[config.mk]
export PLATFORM = sky130hd
export DESIGN_NAME = clk_and_control
export DESIGN_NICKNAME = d
export VERILOG_FILES = /design/src/hw/clk_synth_pkg.sv /design/src/hw/clk_regmap_pkg.sv /design/src/hw/clk_and_control.sv /design/src/hw/lock_detect.sv /design/src/hw/post_divider.sv /design/src/hw/frac_synth.sv /design/src/hw/clk_cfg_regs.sv
export SDC_FILE = /design/constraint.sdc
export NUM_CORES = 1
export LEC_CHECK = 0
export BUFFER_PORTS_ARGS = -buffer_cell sky130_fd_sc_hd__buf_2
export CAP_MARGIN = 30
export CORE_MARGIN = 5
export CORE_UTILIZATION = 60
export CTS_BUF_LIST = sky130_fd_sc_hd__clkbuf_8
export DETAILED_ROUTE_END_ITERATION = 8
export GPL_TIMING_DRIVEN = 0
export PLACE_DENSITY = 0.78
export SLEW_MARGIN = 20
export SYNTH_ARGS = -nofsm -noshare
export SYNTH_HDL_FRONTEND = slang
export SYNTH_HIERARCHICAL = 1
export SYNTH_SLANG_ARGS = --single-unit
[constraint.sdc]
create_clock -name clk -period 3.34 [get_ports clk]
set_input_delay 0.167 -clock clk [delete_from_list [all_inputs] [get_ports clk]]
set_output_delay 0.167 -clock clk [all_outputs]
set_load 0.005 [all_outputs]
[src/hw/clk_synth_pkg.sv]
//**************************************************************************
// synthesizer datapath widths: accumulator, dividers, lock counter
//**************************************************************************
package clk_synth_pkg;

  localparam int acc_w      = 24;                     // phase accumulator
  localparam int mul_int_w  = 11;                     // integer part of step
  localparam int mul_frac_w = 12;                     // fraction part of step
  localparam int step_w     = mul_int_w + mul_frac_w; // 23, always below acc_w

  localparam int l2_w = 8;            // integer divider
  localparam int l1_w = 2;            // power-of-two select, 1..8
  localparam int p2_w = 2**l1_w - 1;  // counter width for up to 2^3 ticks

  localparam int ldet_w  = 9;  // lock threshold / tick counter
  localparam int presc_w = 4;  // reference prescaler

endpackage

[src/hw/clk_regmap_pkg.sv]
//**************************************************************************
// clock control register map: addresses, field positions, reset words
//**************************************************************************
package clk_regmap_pkg;

  localparam int addr_w = 3;   // 8 config words
  localparam int data_w = 32;

  localparam logic [addr_w-1:0] reg_ps0    = 3'd0;  // out0 post-divider + synth reset
  localparam logic [addr_w-1:0] reg_ps1    = 3'd1;  // out1 post-divider
  localparam logic [addr_w-1:0] reg_mul    = 3'd2;  // multiplier + prescale
  localparam logic [addr_w-1:0] reg_ssc    = 3'd3;  // spread spectrum, storage only
  localparam logic [addr_w-1:0] reg_ldet   = 3'd4;  // lock threshold / lock status
  localparam logic [addr_w-1:0] reg_lf     = 3'd5;  // loop filter, storage only
  localparam logic [addr_w-1:0] reg_spare0 = 3'd6;
  localparam logic [addr_w-1:0] reg_spare1 = 3'd7;

  // ps word layout
  localparam int ps_l1_lsb  = 0;   // bits 1:0
  localparam int ps_run_bit = 2;   // synth reset release, reg 0 only
  localparam int ps_l2_lsb  = 4;   // bits 11:4
  localparam int ps_en_bit  = 18;
  localparam int ps_byp_bit = 19;

  // mul word layout
  localparam int mul_int_lsb   = 4;   // bits 14:4
  localparam int mul_frac_lsb  = 15;  // bits 26:15
  localparam int mul_imode_bit = 27;
  localparam int mul_presc_lsb = 28;  // bits 31:28

  localparam int ldet_thr_msb = 8;  // threshold in 8:0

  localparam logic [data_w-1:0] rst_ps0   = data_w'(1) << ps_byp_bit;  // bypass on only
  localparam logic [data_w-1:0] rst_ps1   = data_w'(1) << ps_byp_bit;
  localparam logic [data_w-1:0] rst_mul   = (data_w'(1) << mul_presc_lsb)
                                          | (data_w'(1) << mul_imode_bit)
                                          | (data_w'(40) << mul_int_lsb);  // 0x1800_0280
  localparam logic [data_w-1:0] rst_ssc   = '0;
  localparam logic [data_w-1:0] rst_ldet  = 32'h0000_0064;
  localparam logic [data_w-1:0] rst_lf    = 32'h0000_0269;
  localparam logic [data_w-1:0] rst_spare = '0;  // regs 6 and 7

  typedef struct packed {
    logic [data_w-1:ldet_thr_msb+1] rsvd;       // stored, no function
    logic [ldet_thr_msb:0]          threshold;
  } ldet_cfg_t;

  typedef struct packed {
    logic                lock;    // live lock flag on read
    logic [data_w-2:0]   stored;  // rest of the written word
  } ldet_stat_t;

  // reg 4 written as config, read back as status
  typedef union packed {
    ldet_cfg_t  cfg;
    ldet_stat_t stat;
  } ldet_word_u;

endpackage
[src/hw/clk_and_control.sv]
//**************************************************************************
// clock generation control top: config bank, synthesizer, dividers, lock
//**************************************************************************
`timescale 1ns/1ps

module clk_and_control
  import clk_regmap_pkg::*;
  import clk_synth_pkg::*;
(
  input  logic              clk,
  input  logic              RSTB,
  input  logic              ref_tick,   // reference strobe
  input  logic              cfg_req,
  input  logic              cfg_web,
  input  logic [addr_w-1:0] cfg_ad,
  input  logic [data_w-1:0] cfg_d,
  output logic [data_w-1:0] cfg_q,
  output logic              cfg_ack,
  output logic              lock,
  output logic              out0_tick,
  output logic              out1_tick
);

  logic                  synth_run;
  logic [presc_w-1:0]    prescale;
  logic [mul_int_w-1:0]  mul_int;
  logic [mul_frac_w-1:0] mul_frac;
  logic                  integer_mode;
  logic                  ps0_en;
  logic                  ps0_bypass;
  logic [l1_w-1:0]       ps0_l1;
  logic [l2_w-1:0]       ps0_l2;
  logic                  ps1_en;
  logic                  ps1_bypass;
  logic [l1_w-1:0]       ps1_l1;
  logic [l2_w-1:0]       ps1_l2;
  logic [ldet_w-1:0]     ldet_threshold;
  logic                  mul_wr;
  logic                  synth_tick;  // shared by both dividers and lock

  clk_cfg_regs u_cfg_regs (
    .clk, .RSTB, .cfg_req, .cfg_web, .cfg_ad, .cfg_d, .cfg_q, .cfg_ack, .lock,
    .synth_run, .prescale, .mul_int, .mul_frac, .integer_mode,
    .ps0_en, .ps0_bypass, .ps0_l1, .ps0_l2,
    .ps1_en, .ps1_bypass, .ps1_l1, .ps1_l2,
    .ldet_threshold, .mul_wr
  );

  frac_synth u_synth (
    .clk, .RSTB, .synth_run, .prescale, .mul_int, .mul_frac, .integer_mode, .synth_tick
  );

  post_divider div_out0 (
    .clk, .RSTB, .en(ps0_en), .bypass(ps0_bypass), .l1(ps0_l1), .l2(ps0_l2),
    .synth_tick, .ref_tick, .out_tick(out0_tick)
  );

  post_divider div_out1 (
    .clk, .RSTB, .en(ps1_en), .bypass(ps1_bypass), .l1(ps1_l1), .l2(ps1_l2),
    .synth_tick, .ref_tick, .out_tick(out1_tick)
  );

  lock_detect u_lock (
    .clk, .RSTB, .synth_run, .mul_wr, .synth_tick, .ldet_threshold, .lock
  );

endmodule

[src/hw/lock_detect.sv]
//**************************************************************************
// lock detector: counts synth ticks after a restart, locks at threshold
//**************************************************************************
`timescale 1ns/1ps

module lock_detect
  import clk_synth_pkg::*;
(
  input  logic              clk,
  input  logic              RSTB,
  input  logic              synth_run,
  input  logic              mul_wr,
  input  logic              synth_tick,
  input  logic [ldet_w-1:0] ldet_threshold,
  output logic              lock
);

  logic [ldet_w-1:0] tick_cnt;
  logic              cnt_full;
  logic              restart;

  assign cnt_full = &tick_cnt;            // saturate, never wraps
  assign restart  = mul_wr | ~synth_run;  // setup change or synth held

  always_ff @(posedge clk or negedge RSTB) begin
    if (!RSTB) begin
      tick_cnt <= '0;
      lock     <= 1'b0;
    end else if (restart) begin
      tick_cnt <= '0;
      lock     <= 1'b0;
    end else begin
      if (synth_tick && !cnt_full) begin
        tick_cnt <= tick_cnt + 1'b1;
      end
      lock <= lock | (tick_cnt >= ldet_threshold);  // sticky until restart
    end
  end

  // a setup write from the register bank always drops lock
  unlock_after_setup: assert property (
    @(posedge clk) disable iff (!RSTB) mul_wr |=> !lock
  );

endmodule

[src/hw/post_divider.sv]
//**************************************************************************
// post-divider: enable, ref bypass, 2^l1 stage then l2 integer stage
//**************************************************************************
`timescale 1ns/1ps

module post_divider
  import clk_synth_pkg::*;
(
  input  logic            clk,
  input  logic            RSTB,
  input  logic            en,
  input  logic            bypass,
  input  logic [l1_w-1:0] l1,
  input  logic [l2_w-1:0] l2,
  input  logic            synth_tick,
  input  logic            ref_tick,
  output logic            out_tick
);

  logic [p2_w-1:0] p2_cnt;
  logic [p2_w-1:0] p2_last;
  logic [l2_w-1:0] l2_cnt;
  logic [l2_w-1:0] l2_last;
  logic            p2_wrap;
  logic            l2_wrap;

  assign p2_last = ~({p2_w{1'b1}} << l1);              // 2^l1 - 1
  assign l2_last = (l2 == '0) ? '0 : l2 - 1'b1;        // l2 of 0 divides by 1
  assign p2_wrap = synth_tick & (p2_cnt >= p2_last);
  assign l2_wrap = p2_wrap & (l2_cnt >= l2_last);      // final counted tick

  always_ff @(posedge clk or negedge RSTB) begin
    if (!RSTB) begin
      p2_cnt   <= '0;
      l2_cnt   <= '0;
      out_tick <= 1'b0;
    end else if (!en || bypass) begin
      p2_cnt   <= '0;
      l2_cnt   <= '0;
      out_tick <= en & ref_tick;  // bypass: ref one cycle late
    end else begin
      if (synth_tick) begin
        p2_cnt <= p2_wrap ? '0 : p2_cnt + 1'b1;
      end
      if (p2_wrap) begin
        l2_cnt <= l2_wrap ? '0 : l2_cnt + 1'b1;
      end
      out_tick <= l2_wrap;
    end
  end

  // disabled output goes quiet from the next edge
  quiet_when_disabled: assert property (
    @(posedge clk) disable iff (!RSTB) !en |=> !out_tick
  );

endmodule

[src/hw/frac_synth.sv]
//**************************************************************************
// fractional-N synthesizer model: prescaler, phase accumulator, tick strobe
//**************************************************************************
`timescale 1ns/1ps

module frac_synth
  import clk_synth_pkg::*;
(
  input  logic                  clk,
  input  logic                  RSTB,
  input  logic                  synth_run,
  input  logic [presc_w-1:0]    prescale,
  input  logic [mul_int_w-1:0]  mul_int,
  input  logic [mul_frac_w-1:0] mul_frac,
  input  logic                  integer_mode,
  output logic                  synth_tick
);

  logic [presc_w-1:0]    presc_cnt;
  logic [presc_w-1:0]    presc_last;
  logic                  advance;
  logic [mul_frac_w-1:0] frac_eff;
  logic [step_w-1:0]     step;
  logic [acc_w-1:0]      acc;
  logic [acc_w:0]        acc_sum;  // extra bit holds the carry

  assign presc_last = (prescale == '0) ? '0 : prescale - 1'b1;  // 0 acts as 1
  assign advance    = (presc_cnt >= presc_last);  // also recovers if prescale shrinks

  assign frac_eff = integer_mode ? '0 : mul_frac;  // integer mode drops fraction
  assign step     = {mul_int, frac_eff};
  assign acc_sum  = {1'b0, acc} + {{(acc_w + 1 - step_w){1'b0}}, step};

  always_ff @(posedge clk or negedge RSTB) begin
    if (!RSTB) begin
      presc_cnt  <= '0;
      acc        <= '0;
      synth_tick <= 1'b0;
    end else if (!synth_run) begin
      presc_cnt  <= '0;  // held in reset
      acc        <= '0;
      synth_tick <= 1'b0;
    end else if (advance) begin
      presc_cnt  <= '0;
      acc        <= acc_sum[acc_w-1:0];
      synth_tick <= acc_sum[acc_w];  // carry out, one cycle later
    end else begin
      presc_cnt  <= presc_cnt + 1'b1;
      synth_tick <= 1'b0;
    end
  end

  // stopping the synthesizer kills the strobe from the next edge on
  tick_off_when_stopped: assert property (
    @(posedge clk) disable iff (!RSTB) !synth_run |=> !synth_tick
  );

endmodule

[src/hw/clk_cfg_regs.sv]
//**************************************************************************
// config register bank: req/ack access port and synthesizer field decode
//**************************************************************************
`timescale 1ns/1ps

module clk_cfg_regs
  import clk_regmap_pkg::*;
  import clk_synth_pkg::*;
(
  input  logic                  clk,
  input  logic                  RSTB,
  input  logic                  cfg_req,
  input  logic                  cfg_web,       // low = write
  input  logic [addr_w-1:0]     cfg_ad,
  input  logic [data_w-1:0]     cfg_d,
  output logic [data_w-1:0]     cfg_q,
  output logic                  cfg_ack,
  input  logic                  lock,
  output logic                  synth_run,
  output logic [presc_w-1:0]    prescale,
  output logic [mul_int_w-1:0]  mul_int,
  output logic [mul_frac_w-1:0] mul_frac,
  output logic                  integer_mode,
  output logic                  ps0_en,
  output logic                  ps0_bypass,
  output logic [l1_w-1:0]       ps0_l1,
  output logic [l2_w-1:0]       ps0_l2,
  output logic                  ps1_en,
  output logic                  ps1_bypass,
  output logic [l1_w-1:0]       ps1_l1,
  output logic [l2_w-1:0]       ps1_l2,
  output logic [ldet_w-1:0]     ldet_threshold,
  output logic                  mul_wr
);

  logic [data_w-1:0] regs [2**addr_w];  // the eight config words
  ldet_word_u        ldet_word;         // reg 4 as written
  ldet_word_u        ldet_rd;           // reg 4 as read back
  logic              wr_en;
  logic              rd_en;

  assign wr_en = cfg_req & ~cfg_web;
  assign rd_en = cfg_req & cfg_web;

  always_ff @(posedge clk or negedge RSTB) begin
    if (!RSTB) begin
      regs[reg_ps0]    <= rst_ps0;
      regs[reg_ps1]    <= rst_ps1;
      regs[reg_mul]    <= rst_mul;
      regs[reg_ssc]    <= rst_ssc;
      regs[reg_ldet]   <= rst_ldet;
      regs[reg_lf]     <= rst_lf;
      regs[reg_spare0] <= rst_spare;
      regs[reg_spare1] <= rst_spare;
    end else if (wr_en) begin
      regs[cfg_ad] <= cfg_d;  // takes effect at the request edge
    end
  end

  // status view puts the live lock flag on top of the stored bits
  assign ldet_word = regs[reg_ldet];
  always_comb begin
    ldet_rd.stat.lock   = lock;
    ldet_rd.stat.stored = ldet_word.stat.stored;
  end

  always_ff @(posedge clk) begin
    if (rd_en) begin
      if (cfg_ad == reg_ldet) begin
        cfg_q <= ldet_rd;
      end else begin
        cfg_q <= regs[cfg_ad];
      end
    end
  end  // holds until next read

  always_ff @(posedge clk or negedge RSTB) begin
    if (!RSTB) begin
      cfg_ack <= 1'b0;
      mul_wr  <= 1'b0;
    end else begin
      cfg_ack <= cfg_req;                                             // every access, 1 cycle
      mul_wr  <= wr_en & ((cfg_ad == reg_mul) | (cfg_ad == reg_ps0)); // setup touched
    end
  end

  assign synth_run    = regs[reg_ps0][ps_run_bit];
  assign prescale     = regs[reg_mul][mul_presc_lsb +: presc_w];
  assign mul_int      = regs[reg_mul][mul_int_lsb +: mul_int_w];
  assign mul_frac     = regs[reg_mul][mul_frac_lsb +: mul_frac_w];
  assign integer_mode = regs[reg_mul][mul_imode_bit];

  assign ps0_en     = regs[reg_ps0][ps_en_bit];
  assign ps0_bypass = regs[reg_ps0][ps_byp_bit];
  assign ps0_l1     = regs[reg_ps0][ps_l1_lsb +: l1_w];
  assign ps0_l2     = regs[reg_ps0][ps_l2_lsb +: l2_w];
  assign ps1_en     = regs[reg_ps1][ps_en_bit];
  assign ps1_bypass = regs[reg_ps1][ps_byp_bit];
  assign ps1_l1     = regs[reg_ps1][ps_l1_lsb +: l1_w];
  assign ps1_l2     = regs[reg_ps1][ps_l2_lsb +: l2_w];

  assign ldet_threshold = ldet_word.cfg.threshold;

  // an ack always answers a request seen one edge earlier
  ack_follows_req: assert property (
    @(posedge clk) disable iff (!RSTB) cfg_ack |-> $past(cfg_req)
  );

endmodule

==> results.cfg <==
[setup_path]
crit_required_ns = 3.83
critPathLaunchType = flop
crit_path_end_kind = flop
cp.arrival_ns = 3.55
rrSetupSlack_ns = 0.27
cp_max_fo = 10
critPathKind = flop to flop

[pwr]
irDropWorstVdd_mv = 0.4296
power_mw = 13.05
power_density_nw_per_um2 = 615.7
power.leakage_nw = 9.512

[drt]
avgViaCountPerCell = 6.076
wl_per_cell_um = 21.04
dr.pass1.iters = 7
ant_nets = 0
first_iter_violations = 730
wl_mm = 45.93
vias = 13260
drc = 0

[global_route]
met3_usage_pct = 4.354
grt_pass1_vias = 13550
grt_start_max_net_pins = 99
grt-ovfl-total = 0
grt_use_met1_pct = 35.57
grt_pass1_wl_mm = 74.15
grt-busiest-layer = met2
use_met2_pct = 42.64
antenna_found_initial = 1
grt_usage_pct = 25.96

[run]
drv_cap = 0

[die]
dieArea_um2 = 34850
die_w_um = 186.7
fp-row-count = 64
core_area_um2 = 30670
ioPinCount = 76
die_h_um = 186.7
initial_core_util_pct = 61.08

[place]
place_area_um2 = 19710
pre_cts_slack_ns = 0.04542
place.gp.congestion = 0.8948
dp.cells = 2041
io_buffers = 73
place_hpwl_mm = 31.79

[sta]
rsz0062_at_grt = false
finalWorstSetupSlack_ns = 0.2732
holdWs_ns = 0.04104
setup_violations = 0
hold_violations = 0
period_minus_slack_ns = 3.067
max_freq_mhz = 326.1
slew_headroom_pct = 46.33
clock-skew-final_ns = 0.04051
setup_tns_ns = 0
drv_slew = 0
tightestPinTransition_ns = 0.8051
fin_crit_sh_pct = 91.82

[status]
status = finished clean

[final_layout]
fin_util_pct = 69.12
drive_gt1_share_pct = 35.29
area_delta_synth_final_pct = 13.17
fin_cells = 2183
layout_commonest_cell = dfrtp_1
mostFrequentLayoutCells = dfrtp_1 (306), mux2_2 (287), buf_2 (104)
stdcell_area_um2 = 21200
nets = 1846

[cts]
cts_max_level = 2
clk_pin_slew_ns = 0.06
clkSinkCount = 352
cts_max_path_buffers = 3
tritoncts = done
insertion_delay_ns = 0.60
cts_root_buf = clkbuf_8
cts_made_buffers = 57

[yosys]
synth_edf_count = 32
postSynthCellCount = 1568
ys_warn_count = 6
ys_types = 101
synthFlopType = dfrtp_1
ys_seq_elements = 352
synth-async-reset-ratio_pct = 90.91
synth_nets = 1676
syn_area_um2 = 18730
ys_seq_area_share_pct = 47.97
avgSynthCellArea_um2 = 11.95

[hold_path]
hold_path.class = primary input to flop
## logic make-up (layout without fill, tap and decap cells)
group	Yosys count	in the layout	synth area share, %
other	0	2	0
and+or+nand+nor	338	338	9.639
muxes	340	340	20.13
DFF	352	352	47.97
buffers and inverters	175	392	5.564
xor gates and xnor gates	31	31	1.449
adders and majority gates	68	68	4.582
AOI/OAI and AO/OA	264	264	10.67
## per-layer routing
metal / vias to the layer above / routed length (um)
met5: - / 0
met4: 0 / 1489
met3: 103 / 2525
met2: 405 / 22030
met1: 6717 / 19880
li1: 6038 / -
## worst max-delay path, stage by stage, from the launching register on
cell and delay, ns:
dfrtp_1 0.39, buf_4 0.15, or2_2 0.31, nor2_1 0.11, a21oi_1 0.05, ha_1 0.27
a21o_1 0.16, a21o_1 0.21, a21oi_1 0.21, buf_2 0.28, buf_1 0.56, nand3_1 0.15
o31ai_1 0.10
## Yosys cell counts (all sizes together), types with 14 or more instances
| cell | n | share of area, % |
|---|---|---|
| edfxtp | 32 | 5.1 |
| a21oi | 70 | 2.0 |
| mux2i | 50 | 2.7 |
| clkbuf | 28 | 0.72 |
| o21ai | 28 | 0.77 |
| a31oi | 19 | 0.75 |
| buf | 109 | 4.1 |
| inv | 37 | 0.74 |
| and2 | 18 | 0.61 |
| o221ai | 30 | 1.4 |
| o22a | 20 | 0.94 |
| xor2 | 14 | 0.65 |
| dfstp | 14 | 2.0 |
| ha | 67 | 4.5 |
| nand2 | 68 | 1.4 |
| nor3 | 19 | 0.59 |
| nor2b | 30 | 1.1 |
| dfrtp | 306 | 41 |
| xnor2 | 17 | 0.79 |
| nor2 | 93 | 1.9 |
| mux2 | 290 | 17 |
| a21o | 18 | 0.73 |
| nand3 | 40 | 1.3 |
## sequential cells by signal, summed over array words and instances (netlist names), 4 cells and up
register	count
div_out0/l2_cnt	8
div_out1/l2_cnt	8
u_cfg_regs/cfg_q	32
u_cfg_regs/ldet_word	31
u_cfg_regs/mul_frac	12
u_cfg_regs/mul_int	11
u_cfg_regs/prescale	4
u_cfg_regs/ps0_l2	8
u_cfg_regs/ps1_l2	8
u_cfg_regs/regs	171
u_lock/tick_cnt	9
u_synth/acc	24
u_synth/presc_cnt	4
## path summary, 6_finish.rpt
check / startpoint / cells after the start / end
worst max-delay path: u_cfg_regs/prescale[1] / 12 / u_synth/acc[13]
worst min-delay path: ref_tick / 3 / div_out1/out_tick
worst max register to register: u_cfg_regs/prescale[1] / 12 / u_synth/acc[13]
worst min register to register: u_cfg_regs/regs[81] / 1 / u_cfg_regs/regs[81]
max in group asynchronous: RSTB / 3 / u_cfg_regs/regs[222]
min in group asynchronous: RSTB / 2 / u_cfg_regs/regs[71]
## repair_timing
action | in CTS | in global routing
buffers inserted | 0 | 0
hold buffers | 35 | 0
endpoints found under the hold margin | 327 | 0
endpoints found under the setup margin | 0 | 6
resized for setup | 0 | 1
## final cells by class
type / instances / area [um2]
fill: 2279 / 9472
inverter: 38 / 142.6
tap: 396 / 495.5
multi-input combinational: 1041 / 8711
sequential: 352 / 8986
clock buffer: 67 / 922.1
timing repair buffer: 112 / 835.8
antenna: 2 / 5.005
buffer: 136 / 895.9
clock inverter: 39 / 203.9
## report_power, final
group / switching (mW) / internal, mW / total [mW]
clock: 1.76 / 1.91 / 3.67
sequential: 0.536 / 5.22 / 5.75
combinational: 1.82 / 1.81 / 3.63
total: 4.11 / 8.94 / 13.1
(Power assumes the default switching activity.)
